==> src/verilog/decompress_config.svh <==
// ----------------------------------------------------------
// Sizing constants for the ML-KEM decompression unit
// Memory words carry four 12-bit coefficients
// Compressed fields are at most 11 bits wide
// ----------------------------------------------------------
`ifndef DECOMPRESS_CONFIG_SVH
`define DECOMPRESS_CONFIG_SVH

// Coefficients in one polynomial and the ML-KEM modulus
`define MLKEM_N 256
`define MLKEM_Q 3329

// Word address width of the destination memory
`define ABR_MEM_ADDR_WIDTH 15

// One decompressed coefficient is below q, so 12 bits hold it
`define COEFF_WIDTH 12
// Widest compressed field, used at d = 11
`define COMP_FIELD_WIDTH 11

// A run covers at most this many polynomials
`define MAX_NUM_POLY 4
`define COEFFS_PER_WORD 4

`endif
==> src/verilog/decompress_defines_pkg.sv <==
// ----------------------------------------------------------
// Decompression types: fields, words, lane buses and FSMs
// Only the low d bits of a compressed field carry data
// ----------------------------------------------------------
`include "decompress_config.svh"

package decompress_defines_pkg;

    // One decompressed coefficient, always below q
    typedef logic [`COEFF_WIDTH-1:0] coeff_t;

    // One compressed field at the widest depth
    typedef logic [`COMP_FIELD_WIDTH-1:0] comp_field_t;

    // Four compressed fields, field 0 in the low bits
    typedef logic [`COMP_FIELD_WIDTH*`COEFFS_PER_WORD-1:0] comp_word_t;

    // Compression depth d selected for a run
    typedef enum logic [2:0] {
        D1,
        D4,
        D5,
        D10,
        D11
    } decomp_mode_t;

    // Two fields for one lane, valid is a single-cycle pulse
    typedef struct packed {
        logic        valid;
        comp_field_t field1;
        comp_field_t field0;
    } lane_in_t;

    // Two expanded coefficients from one lane
    typedef struct packed {
        logic   valid;
        coeff_t coeff1;
        coeff_t coeff0;
    } lane_out_t;

    // States of the four-phase receiver
    typedef enum logic [1:0] {
        IDLE,
        ACK,
        WAIT_REQ_LOW
    } ingest_state_t;

endpackage

==> src/verilog/abr_params_pkg.sv <==
// ----------------------------------------------------------
// Memory-side types shared by the packer, the control block
// and the top level. The write port has no ready signal
// ----------------------------------------------------------
`include "decompress_config.svh"

package abr_params_pkg;

    // Word address into the destination memory
    typedef logic [`ABR_MEM_ADDR_WIDTH-1:0] mem_addr_t;

    // One memory word holds four coefficients
    // Coefficient 0 sits in the low bits
    typedef logic [`COEFF_WIDTH*`COEFFS_PER_WORD-1:0] mem_data_t;

    // Single write request toward the memory
    // The memory accepts it in the cycle that valid is high
    typedef struct packed {
        logic      valid;
        mem_addr_t addr;
        mem_data_t data;
    } mem_wr_t;

endpackage

==> src/verilog/decompress_top.sv <==
// ----------------------------------------------------------
// ML-KEM coefficient decompression unit
// A write leaves 3 cycles after req is first seen high
// mode and num_poly must hold until done
// ----------------------------------------------------------
`timescale 1ns/1ns

module decompress_top (
    input  logic                                  clk,
    input  logic                                  reset_n,
    input  logic                                  zeroize,
    input  logic                                  decompress_enable,
    input  logic [2:0]                            num_poly,
    input  decompress_defines_pkg::decomp_mode_t  mode,
    input  abr_params_pkg::mem_addr_t             dest_base_addr,
    input  logic                                  in_req,
    input  decompress_defines_pkg::comp_word_t    comp_data,
    output logic                                  in_ack,
    output abr_params_pkg::mem_wr_t               mem_wr,
    output logic                                  done
);

    import abr_params_pkg::*;
    import decompress_defines_pkg::*;

    lane_in_t  lane0_in;
    lane_in_t  lane1_in;
    lane_out_t lane0_out;
    lane_out_t lane1_out;
    mem_addr_t wr_addr;

    // Handshake receiver, splits each word across the lanes
    decompress_ingest ingest_i (
        .clk       (clk),
        .reset_n   (reset_n),
        .zeroize   (zeroize),
        .in_req    (in_req),
        .comp_data (comp_data),
        .in_ack    (in_ack),
        .lane0_in  (lane0_in),
        .lane1_in  (lane1_in)
    );

    // Fields 0 and 1
    decompress_lane lane0_i (
        .clk      (clk),
        .reset_n  (reset_n),
        .zeroize  (zeroize),
        .mode     (mode),
        .lane_in  (lane0_in),
        .lane_out (lane0_out)
    );

    // Fields 2 and 3
    decompress_lane lane1_i (
        .clk      (clk),
        .reset_n  (reset_n),
        .zeroize  (zeroize),
        .mode     (mode),
        .lane_in  (lane1_in),
        .lane_out (lane1_out)
    );

    // The packer samples the address one cycle before its write,
    // ctrl only advances after that write so the address matches
    decompress_pack pack_i (
        .clk       (clk),
        .reset_n   (reset_n),
        .zeroize   (zeroize),
        .lane0_out (lane0_out),
        .lane1_out (lane1_out),
        .wr_addr   (wr_addr),
        .mem_wr    (mem_wr)
    );

    decompress_ctrl ctrl_i (
        .clk               (clk),
        .reset_n           (reset_n),
        .zeroize           (zeroize),
        .decompress_enable (decompress_enable),
        .num_poly          (num_poly),
        .mem_wr_valid      (mem_wr.valid),
        .dest_base_addr    (dest_base_addr),
        .mem_wr_addr       (wr_addr),
        .done              (done)
    );

endmodule

==> src/verilog/decompress_ctrl.sv <==
// ----------------------------------------------------------
// Sequences write addresses over 1 to 4 polynomials from a
// base address, 64 words each, then pulses done once
// Memory writes are never stalled
// ----------------------------------------------------------
`timescale 1ns/1ns
`include "decompress_config.svh"

module decompress_ctrl (
    input  logic                       clk,
    input  logic                       reset_n,
    input  logic                       zeroize,
    input  logic                       decompress_enable,
    input  logic [2:0]                 num_poly,
    input  logic                       mem_wr_valid,
    input  abr_params_pkg::mem_addr_t  dest_base_addr,
    output abr_params_pkg::mem_addr_t  mem_wr_addr,
    output logic                       done
);

    import abr_params_pkg::*;

    localparam int WORDS_PER_POLY = `MLKEM_N / `COEFFS_PER_WORD;

    mem_addr_t last_addr;
    logic      active;
    logic      last_wr;

    // Final address of the run, fixed at enable
    always_ff @(posedge clk) begin
        if (decompress_enable) begin
            last_addr <= dest_base_addr + mem_addr_t'(num_poly) * mem_addr_t'(WORDS_PER_POLY)
                         - mem_addr_t'(1);
        end
    end

    // The write in flight carries the current address
    assign last_wr = active && mem_wr_valid && (mem_wr_addr == last_addr);

    always_ff @(posedge clk) begin
        if (!reset_n) begin
            mem_wr_addr <= '0;
            active      <= 1'b0;
        end else if (zeroize) begin
            mem_wr_addr <= '0;
            active      <= 1'b0;
        end else if (last_wr) begin
            // Run complete, go back to idle
            mem_wr_addr <= '0;
            active      <= 1'b0;
        end else if (decompress_enable) begin
            mem_wr_addr <= dest_base_addr;
            active      <= 1'b1;
        end else if (mem_wr_valid) begin
            mem_wr_addr <= mem_wr_addr + mem_addr_t'(1);
        end
    end

    always_ff @(posedge clk) begin
        if (!reset_n) begin
            done <= 1'b0;
        end else if (zeroize) begin
            done <= 1'b0;
        end else begin
            done <= last_wr;
        end
    end

    a_num_poly_range : assert property (
        @(posedge clk) disable iff (!reset_n || zeroize)
        decompress_enable |-> (num_poly >= 3'd1) && (num_poly <= `MAX_NUM_POLY)
    );

    // A new run only starts once the packer has gone quiet
    a_enable_not_on_write : assert property (
        @(posedge clk) disable iff (!reset_n || zeroize)
        !(decompress_enable && mem_wr_valid)
    );

endmodule

==> src/verilog/decompress_pack.sv <==
// ----------------------------------------------------------
// Joins both lane results into one memory write
// The address is sampled with the coefficients
// ----------------------------------------------------------
`timescale 1ns/1ns

module decompress_pack (
    input  logic                               clk,
    input  logic                               reset_n,
    input  logic                               zeroize,
    input  decompress_defines_pkg::lane_out_t  lane0_out,
    input  decompress_defines_pkg::lane_out_t  lane1_out,
    input  abr_params_pkg::mem_addr_t          wr_addr,
    output abr_params_pkg::mem_wr_t            mem_wr
);

    import abr_params_pkg::*;

    logic      valid_q;
    mem_addr_t addr_q;
    mem_data_t data_q;

    always_ff @(posedge clk) begin
        if (!reset_n) begin
            valid_q <= 1'b0;
        end else if (zeroize) begin
            valid_q <= 1'b0;
        end else begin
            valid_q <= lane0_out.valid & lane1_out.valid;
        end
    end

    // Field order is kept, so coefficient 0 lands in the low bits
    always_ff @(posedge clk) begin
        if (lane0_out.valid) begin
            addr_q <= wr_addr;
            data_q <= {lane1_out.coeff1, lane1_out.coeff0,
                       lane0_out.coeff1, lane0_out.coeff0};
        end
    end

    assign mem_wr = '{valid: valid_q, addr: addr_q, data: data_q};

    // Both lanes are fed from one word, so they run in lockstep
    a_lanes_aligned : assert property (
        @(posedge clk) disable iff (!reset_n || zeroize)
        lane0_out.valid == lane1_out.valid
    );

endmodule

==> src/verilog/decompress_lane.sv <==
// ----------------------------------------------------------
// Decompresses two fields per word with the rounding rule
// (x * q + 2^(d-1)) >> d, registered with one cycle latency
// mode must stay stable while words are in flight
// ----------------------------------------------------------
`timescale 1ns/1ns
`include "decompress_config.svh"

module decompress_lane (
    input  logic                                  clk,
    input  logic                                  reset_n,
    input  logic                                  zeroize,
    input  decompress_defines_pkg::decomp_mode_t  mode,
    input  decompress_defines_pkg::lane_in_t      lane_in,
    output decompress_defines_pkg::lane_out_t     lane_out
);

    import decompress_defines_pkg::*;

    logic [3:0] depth;
    logic       valid_q;
    coeff_t     coeff0_q;
    coeff_t     coeff1_q;

    // Maps the mode to the compression depth d
    always_comb begin
        case (mode)
            D1:      depth = 4'd1;
            D4:      depth = 4'd4;
            D5:      depth = 4'd5;
            D10:     depth = 4'd10;
            D11:     depth = 4'd11;
            default: depth = 4'd1;
        endcase
    end

    // Expands one field, the product needs 24 bits at d = 11
    function automatic coeff_t expand(comp_field_t field, logic [3:0] d);
        comp_field_t mask;
        logic [23:0] prod;
        mask = comp_field_t'((12'd1 << d) - 12'd1);
        // Bits above d are ignored, then round to nearest
        prod = 24'(field & mask) * 24'(`MLKEM_Q) + (24'd1 << (d - 4'd1));
        return coeff_t'(prod >> d);
    endfunction

    always_ff @(posedge clk) begin
        if (!reset_n) begin
            valid_q <= 1'b0;
        end else if (zeroize) begin
            valid_q <= 1'b0;
        end else begin
            valid_q <= lane_in.valid;
        end
    end

    // Results are only loaded with a new word
    always_ff @(posedge clk) begin
        if (lane_in.valid) begin
            coeff0_q <= expand(lane_in.field0, depth);
            coeff1_q <= expand(lane_in.field1, depth);
        end
    end

    assign lane_out = '{valid: valid_q, coeff1: coeff1_q, coeff0: coeff0_q};

    // Every word comes out a cycle later, fully reduced below q
    a_lane_result : assert property (
        @(posedge clk) disable iff (!reset_n || zeroize)
        lane_in.valid |=> lane_out.valid && (lane_out.coeff0 < `MLKEM_Q)
                          && (lane_out.coeff1 < `MLKEM_Q)
    );

endmodule

==> src/verilog/decompress_ingest.sv <==
// ----------------------------------------------------------
// Four-phase req/ack receiver for compressed words
// comp_data must hold steady while in_req is high
// One lane valid pulse is produced per handshake
// ----------------------------------------------------------
`timescale 1ns/1ns
`include "decompress_config.svh"

module decompress_ingest (
    input  logic                                clk,
    input  logic                                reset_n,
    input  logic                                zeroize,
    input  logic                                in_req,
    input  decompress_defines_pkg::comp_word_t  comp_data,
    output logic                                in_ack,
    output decompress_defines_pkg::lane_in_t    lane0_in,
    output decompress_defines_pkg::lane_in_t    lane1_in
);

    import decompress_defines_pkg::*;

    localparam int FW = `COMP_FIELD_WIDTH;

    ingest_state_t state;
    comp_word_t    word_q;
    logic          lane_valid;

    // IDLE waits for req, ACK lasts one cycle and issues the word,
    // WAIT_REQ_LOW holds ack until the producer releases req
    always_ff @(posedge clk) begin
        if (!reset_n) begin
            state <= IDLE;
        end else if (zeroize) begin
            state <= IDLE;
        end else begin
            case (state)
                IDLE: begin
                    if (in_req) begin
                        state <= ACK;
                    end
                end
                ACK: begin
                    // The producer may already have dropped req here
                    state <= in_req ? WAIT_REQ_LOW : IDLE;
                end
                WAIT_REQ_LOW: begin
                    if (!in_req) begin
                        state <= IDLE;
                    end
                end
                default: state <= IDLE;
            endcase
        end
    end

    // The word is taken on the same edge that leaves IDLE
    always_ff @(posedge clk) begin
        if (state == IDLE && in_req) begin
            word_q <= comp_data;
        end
    end

    // Ack is high in every state but IDLE
    assign in_ack = (state != IDLE);

    // ACK is entered once per word, so this is a one-cycle pulse
    assign lane_valid = (state == ACK);

    // Lane 0 takes fields 0 and 1, lane 1 takes fields 2 and 3
    assign lane0_in = '{valid: lane_valid,
                        field1: word_q[1*FW +: FW],
                        field0: word_q[0*FW +: FW]};
    assign lane1_in = '{valid: lane_valid,
                        field1: word_q[3*FW +: FW],
                        field0: word_q[2*FW +: FW]};

    // Ack only rises after the producer has requested
    a_ack_after_req : assert property (
        @(posedge clk) disable iff (!reset_n || zeroize)
        $rose(in_ack) |-> $past(in_req)
    );

endmodule

==> config.mk <==
export PLATFORM = sky130hd
export DESIGN_NAME = decompress_top
export DESIGN_NICKNAME = d
export VERILOG_FILES = /design/src/verilog/decompress_defines_pkg.sv /design/src/verilog/abr_params_pkg.sv /design/src/verilog/decompress_top.sv /design/src/verilog/decompress_ctrl.sv /design/src/verilog/decompress_pack.sv /design/src/verilog/decompress_lane.sv /design/src/verilog/decompress_ingest.sv
export VERILOG_INCLUDE_DIRS = /design/src /design/src/verilog
export SDC_FILE = /design/constraint.sdc
export NUM_CORES = 1
export LEC_CHECK = 0
export BUFFER_PORTS_ARGS = -buffer_cell sky130_fd_sc_hd__buf_4
export CORE_MARGIN = 5
export CORE_UTILIZATION = 30
export DETAILED_ROUTE_END_ITERATION = 6
export PLACE_DENSITY_LB_ADDON = 0.12
export SLEW_MARGIN = 40
export SYNTH_ARGS = -nofsm -noshare
export SYNTH_HDL_FRONTEND = slang
export SYNTH_HIERARCHICAL = 1
export SYNTH_SLANG_ARGS = --single-unit
==> constraint.sdc <==
create_clock -name clk -period 7.9 [get_ports clk]
set_input_delay 0.395 -clock clk [delete_from_list [all_inputs] [get_ports clk]]
set_output_delay 0.395 -clock clk [all_outputs]
set_load 0.01 [all_outputs]
==> flow_metrics.tcl, run 1 <==
set metrics [dict create \
    ys_warn_count 6 \
    critPathCaptureType "register" \
    setup_viol 0 \
    finish.utilization 0.347 \
    port_buffers 135 \
    dp.final_hpwl_um 44500 \
    detail-route-antenna-nets 0 \
    drt_iter0_drc 969 \
    ys_seq_area_frac 0.290 \
    rows 92 \
    clock_path_buffers 2 \
    cpPeakStageDelay_ns 0.68 \
    seqCellArea_sq_um 5550 \
    netlist-cell-type-count 104 \
    power_density_nw_per_um2 187 \
    r2r_setup_slack_ns 2.69 \
    htree_num_levels 4 \
    crit_required_ns 8.14 \
    clock-sinks 192 \
    track_usage 0.158 \
    yosys_most_used_dff "edfxtp_1" \
    endpoint "lane0_i/coeff1_q[11]$_DFFE_PP_" \
    hold_ws_ns 0.0732 \
    ctsResizeCount 0 \
    min_path_type "in -> reg" \
    numCtsBuffers 17 \
    clk_latency_ns 0.49 \
    drv_cap 0 \
    period_minus_slack_ns 6.52 \
    die_h_um 262 \
    netlist_area_sq_um 19100 \
    synth_edf_count 170 \
    netlist.area_leader.share 0.267 \
    crit_path_start "mode[0]" \
    coreArea_sq_um 63100 \
    skew_ns 0.0180 \
    cp_max_fo 25 \
    fillers 6508 \
    grt_pass1_wl_um 86700 \
    peakVddDrop_mv 0.154 \
    holdBufCountCts 0 \
    ys_ff_latch 192 \
    critPathMostFrequentCell "ha_1" \
    worst_slew_pin_slew_ns 0.793 \
    die_w_um 262 \
    drt-total-wl_um 55300 \
    drc 5 \
    crit_chain "buf_4, inv_2, nor2_1, nand2_1, nand2_1, buf_4, and2_1, ha_1, ha_1, ha_1, inv_1, fa_1, inv_1, fa_1, ha_1, a21o_1, a21oi_1, nand2_1, a31oi_1, a21oi_1, xnor2_1, o221ai_1, a211o_1" \
    ios 136 \
    dp.cells 2936 \
    synthCells 1949 \
    hold_depth 1 \
    post-cts-setup-buffers 0 \
    hold_viol_final 0 \
    start_util 0.303 \
    ys_async_sr_fraction 0 \
    multi_input_area_sq_um 12500 \
    rsz0062_at_grt "false" \
    fin_crit_sh 0.826 \
    grt_max_degree 51 \
    firstDrtPassIters 7 \
    postSynthAreaPerCell_sq_um 9.80 \
    synth_area_leader_cell "edfxtp_1" \
    drv_slew 0 \
    drive_gt1_frac 0.109 \
    nNetsFinal 2601 \
    overflow 0 \
    rr_startpoint "ingest_i/word_q[26]$_DFFE_PP_" \
    fmax_mhz 153 \
    cpMaxStageDelayCell "nor2_1" \
    viasPerCell 5.00 \
    stdcell_count 2969 \
    worstHoldStart "comp_data[23]" \
    fin_tns_setup_ns 0 \
    status "finished, violations left" \
    root_buffer "clkbuf_16" \
    violations "design-rule violations" \
    critPathKind "in -> reg" \
    power_leakage_uw 0.0102 \
    dpl_cell_area_sq_um 21200 \
    clk_pin_slew_ns 0.09 \
    place.gp.congestion 0.883 \
    reg2reg_depth 15 \
    synth_area_leaders "edfxtp_1 27%, ha_1 23%, fa_1 6.8%" \
    cts_tree "yes" \
    finish.instance_area_sq_um 21900 \
    vias 14900 \
    syn_to_final_growth_pct 14.5 \
    antenna_found_initial 1 \
    relSlewSlack 0.469 \
    wl_per_cell_um 18.6 \
    r2r-end "lane1_i/coeff0_q[11]$_DFFE_PP_" \
    die_area_sq_um 68800 \
    start_kind "input port" \
    grt_pass1_vias 14900 \
    arrival_ns 6.77 \
]
-- area by class of cell --
class                      count  share of cell area
antenna                        1            0.000114
clock buffer                  17              0.0195
clock inverter                15             0.00979
inverter                     242              0.0416
multi-input combinational   1499               0.573
sequential                   192               0.254
tap                          846              0.0484
timing repair buffer         157              0.0539
-- where the power goes --
group	total [uW]	switching (uW)	internal (uW)
logic	1920	1190	730
registers	1220	27.2	1190
clock network	958	514	444
total	4090	1730	2360
-- synthesized netlist by cell type (13+ instances only) --
master and n:
clkbuf_1 40, nand2_1 122, edfxtp_1 170, o21a_1 21
a21o_1 25, nor2_1 134, o211ai_1 13, nor3_1 29
nand3_1 25, ha_1 357, fa_1 65, and3_1 14
a21oi_1 93, o22ai_1 18, xor2_1 25, a211oi_1 49
o21ai_0 68, and2_1 40, a22o_1 14, xnor2_1 62
inv_1 238, dfxtp_1 22, mux2i_1 15, nor2b_1 26
-- cells in the final DEF, fill, tap and decap left out, types with 15 or more instances in the layout --
cell type and instances:
nand3_1 25, xnor2_1 60, a211oi_1 49, and2_1 40, nor2_1 131, a21oi_1 93
conb_1 44, nor3_1 29, nand2_1 122, buf_4 157, clkbuf_16 17, nor2b_1 25
ha_1 357, mux2i_1 15, xor2_1 25, a21o_1 25, dfxtp_1 21, o21ai_0 68
o22ai_1 18, fa_1 65, inv_1 238, o21a_1 21, edfxtp_1 170
-- through the flow --
| step | total power, uW | setup WS [ns] |
|---|---|---|
| 6_report | 4090 | 1.38 |
| 5_1_grt | 4400 | 0.913 |
| 4_1_cts | 4120 | 1.40 |
| 3_5_place_dp | 3120 | 0.843 |
| 3_3_place_gp | 3120 | 0.895 |
| 2_1_floorplan | 2590 | 2.30 |
-- worst min path at each step --
stage	to	slack, ns
global route	ingest_i/word_q[38]$_DFFE_PP_	0.03
CTS	ingest_i/word_q[36]$_DFFE_PP_	0.02
finish	ingest_i/word_q[23]$_DFFE_PP_	0.07
floorplan	pack_i/data_q[0]$_DFFE_PP_	0.40
detailed placement	pack_i/data_q[30]$_DFFE_PP_	0.41
global placement	pack_i/data_q[29]$_DFFE_PP_	0.40
-- logic make-up (layout without fill, tap and decap cells) --
group	after synthesis	in the layout	synth area share
compound gates	464	464	0.171
xor+xnor	88	88	0.0408
fa+ha+maj	423	423	0.303
buf+inv	300	431	0.0635
flops	192	192	0.290
mux	20	20	0.0120
other cells	2	45	0.000393
simple gates	460	460	0.119
-- worst max-delay path, delay by kind of cell --
family / cells / cell delay [ns]
adders and majority gates: 6 / 2.17
xor gates and xnor gates: 1 / 0.29
AOI/OAI and AO/OA: 6 / 1.21
buffers and inverters: 5 / 0.86
and+or+nand+nor: 5 / 1.82
-- per-layer routing --
metal	track usage	wire length, um	vias to the layer above
li1	-	-	7349
met1	0.222	27100	7084
met2	0.253	24900	357
met3	0.0269	2270	62
met4	0.0406	1010	0
met5	0	0	-
-- state kept, by name, summed over array words and instances (netlist names), 2 cells and up --
| register | count |
|---|---|
| lane1_i/coeff1_q | 12 |
| ctrl_i/last_addr | 15 |
| ingest_i/word_q | 44 |
| pack_i/addr_q | 15 |
| lane0_i/coeff1_q | 12 |
| lane1_i/coeff0_q | 12 |
| pack_i/data_q | 48 |
| lane0_i/coeff0_q | 12 |
| ctrl_i/mem_wr_addr | 15 |
| ingest_i/state | 2 |
Note: power is estimated with default switching activity, not from simulation.
==> inputs of run 2 (changes only) <==
Settings changed: ABC_AREA set to 1.
Clock period 7.9 ns to 5.6 ns, I/O delays scaled along.
==> run 2 against run 1 <==
Highest routed layer unchanged. Clock-buffer cell count stayed put. Clock skew is 0.0035 ns lower. Sequential cell count stayed put. Total power is 34% higher. The flow now finishes without violations. Synthesized cell count is 34% higher. Area after synthesis is 6.2% higher. Critical path type unchanged. Sequential power is 40% higher. Wire length is 10% higher. Register-to-register slack worse by 2.0 ns. Combinational power is 28% higher.
==> flow_metrics.tcl, run 2 <==
set metrics [dict create \
    status "completed" \
    fmax_mhz 193 \
    synth_area_leader_cell "edfxtp_1" \
    arrival_ns 5.42 \
    htree_num_levels 4 \
    synthXorXnorAreaFrac 0.0104 \
    netlist-cell-type-count 49 \
    drv_slew 0 \
    dpl_cell_area_sq_um 22400 \
    num_antenna_cells 0 \
    cpPeakStageDelay_ns 0.66 \
    crit_required_ns 5.85 \
    power_density_nw_per_um2 234 \
    numCtsBuffers 17 \
    synth_top_family_by_area "adder cells" \
    clock_path_buffers 2 \
    yosys_most_used_dff "edfxtp_1" \
    ios 136 \
    holdBufCountCts 47 \
    crit_path_start "mode[2]" \
    netlist_area_sq_um 20300 \
    relSlewSlack 0.503 \
    dp.final_hpwl_um 50400 \
    layout_common_cells "606 x nand2_1, 479 x inv_1, 371 x nand3_1, 357 x ha_1, 170 x edfxtp_1" \
    place.gp.congestion 0.887 \
    grt_max_degree 51 \
    ys_ff_latch 192 \
    ctsResizeCount 0 \
    top_register "pack_i/data_q" \
    post-cts-setup-buffers 0 \
    detail-route-antenna-nets 0 \
    grt_pass1_vias 17500 \
    wl_per_cell_um 16.4 \
    synth_most_common_cell "nand2_1" \
    clk_latency_ns 0.49 \
    synth_fa_ha_area_frac 0.284 \
    stdcell_count 3712 \
    finish.instance_area_sq_um 23500 \
    critPathCaptureType "register" \
    ys_warn_count 6 \
    synth-simple-area-share 0.277 \
    skew_ns 0.0145 \
    die_h_um 270 \
    dp.cells 3633 \
    firstDrtPassIters 6 \
    die_w_um 270 \
    crit_chain "buf_4, inv_2, nand2_1, buf_4, nor2_4, nor3b_1, ha_1, ha_1, ha_1, inv_1, fa_1, inv_1, fa_1, ha_1, nand2_1, nor2_1, nand3_1, nand3_1, nand2_1, nand2_1, xor2_1, nand2_1, nand3_1, nand2_1" \
    viasPerCell 4.68 \
    start_kind "input port" \
    fin_crit_sh 0.924 \
    drt_iter0_drc 984 \
    postSynthAreaPerCell_sq_um 7.76 \
    start_util 0.302 \
    die_area_sq_um 72900 \
    power_leakage_uw 0.0126 \
    antenna_found_initial 1 \
    hold_viol_final 0 \
    cpMaxStageDelayCell "nor3b_1" \
    setup_viol 0 \
    clock-sinks 192 \
    track_usage 0.166 \
    cp.depth 24 \
    drv_cap 0 \
    grt_pass1_wl_um 96300 \
    largest_reg_flops 48 \
    reg2reg_depth 19 \
    period_minus_slack_ns 5.17 \
    synth_compound_area_frac 0.0440 \
    cts_tree "yes" \
    rows 95 \
    overflow 0 \
    vias 17400 \
    syn_to_final_growth_pct 15.9 \
    rr_startpoint "ingest_i/word_q[4]$_DFFE_PP_" \
    drt-total-wl_um 60800 \
    r2r_setup_slack_ns 0.74 \
    fillers 7082 \
    synth_area_leaders "edfxtp_1 25%, ha_1 22%, nand2_1 11%" \
    netlist_top_cells_count "606 x nand2_1, 479 x inv_1, 371 x nand3_1" \
    port_buffers 135 \
    critPathMostFrequentCell "nand2_1" \
    drc 0 \
    critPathKind "in -> reg" \
    clk_pin_slew_ns 0.09 \
    synthCells 2612 \
    critical_path.top_delay_family "adder cells" \
    worst-path-buf-inv 5 \
    ys_async_sr_fraction 0 \
    largestRegisters "pack_i/data_q (48), ingest_i/word_q (44)" \
    coreArea_sq_um 67200 \
    synthMuxAreaShare 0.000494 \
    ys_seq_area_frac 0.273 \
    nNetsFinal 3318 \
    worst_slew_pin_slew_ns 0.746 \
    cp_max_fo 46 \
    rsz0062_at_grt "false" \
    layout_commonest_cell "nand2_1" \
    endpoint "lane0_i/coeff0_q[8]$_DFFE_PP_" \
    r2r-end "lane0_i/coeff0_q[8]$_DFFE_PP_" \
    synth_edf_count 170 \
    peakVddDrop_mv 0.224 \
    root_buffer "clkbuf_16" \
    min_path_type "in -> reg" \
    netlist.area_leader.share 0.252 \
    drive_gt1_frac 0.0983 \
]
## run 2: metal layers
layer	routed length [um]	part of all wire	track usage
met1	28100	0.46	0.215
met4	897	0.015	0.0356
met2	29700	0.49	0.297
met3	2070	0.034	0.0219
met5	0	0	0
## run 2: cell type report
type	count	area [sq um]	share of cell area
Multi-Input combinational cell	1908	12700	0.540
Sequential cell	192	5550	0.236
Inverter	500	1880	0.0799
Timing Repair Buffer	207	1680	0.0716
Tap cell	873	1090	0.0465
Clock buffer	17	425	0.0181
Clock inverter	15	195	0.00830
## run 2: stage by stage
stage | TNS [ns] | total power, uW | setup slack, ns | util | hold slack (ns)
CTS | 0 | 5580 | 0.506 | 0.350 | 0.0291
global placement | -0.167 | 4170 | -0.0882 | 0.333 | 0.403
finish | 0 | 5490 | 0.428 | 0.350 | 0.0821
detailed placement | -0.143 | 4170 | -0.0557 | 0.334 | 0.405
floorplan | 0 | 3490 | 1.00 | - | 0.352
global route | 0 | 5990 | 0.155 | 0.350 | 0.0456
## run 2: cells by family (layout without fill, tap and decap cells)
logic type | count (synthesis) | in the layout
AND/OR/NAND/NOR | 1263 | 1263
buffers and inverters | 554 | 739
adder cells (fa/ha/maj) | 422 | 422
flip-flops | 192 | 192
AO/OA/AOI/OAI | 154 | 154
XOR/XNOR | 24 | 24
other | 2 | 44
multiplexers | 1 | 1
## run 2: report_power, final
part	switching (uW)	internal (uW)	leakage [uW]
clock	708	618	0.000301
sequential	39.5	1670	0.00179
combinational	1590	870	0.0105
## run 2: worst min path at each step
stage | start | slack (ns) | to | depth (start not counted)
detailed placement | lane0_i/coeff1_q[4]$_DFFE_PP_ | 0.40 | pack_i/data_q[16]$_DFFE_PP_ | 0
finish | dest_base_addr[0] | 0.08 | ctrl_i/last_addr[0]$_DFFE_PP_ | 2
CTS | dest_base_addr[0] | 0.03 | ctrl_i/last_addr[0]$_DFFE_PP_ | 2
global route | dest_base_addr[0] | 0.05 | ctrl_i/last_addr[0]$_DFFE_PP_ | 2
floorplan | zeroize | 0.35 | lane0_i/valid_q$_SDFF_PP0_ | 1
global placement | lane1_i/coeff1_q[10]$_DFFE_PP_ | 0.40 | pack_i/data_q[46]$_DFFE_PP_ | 0
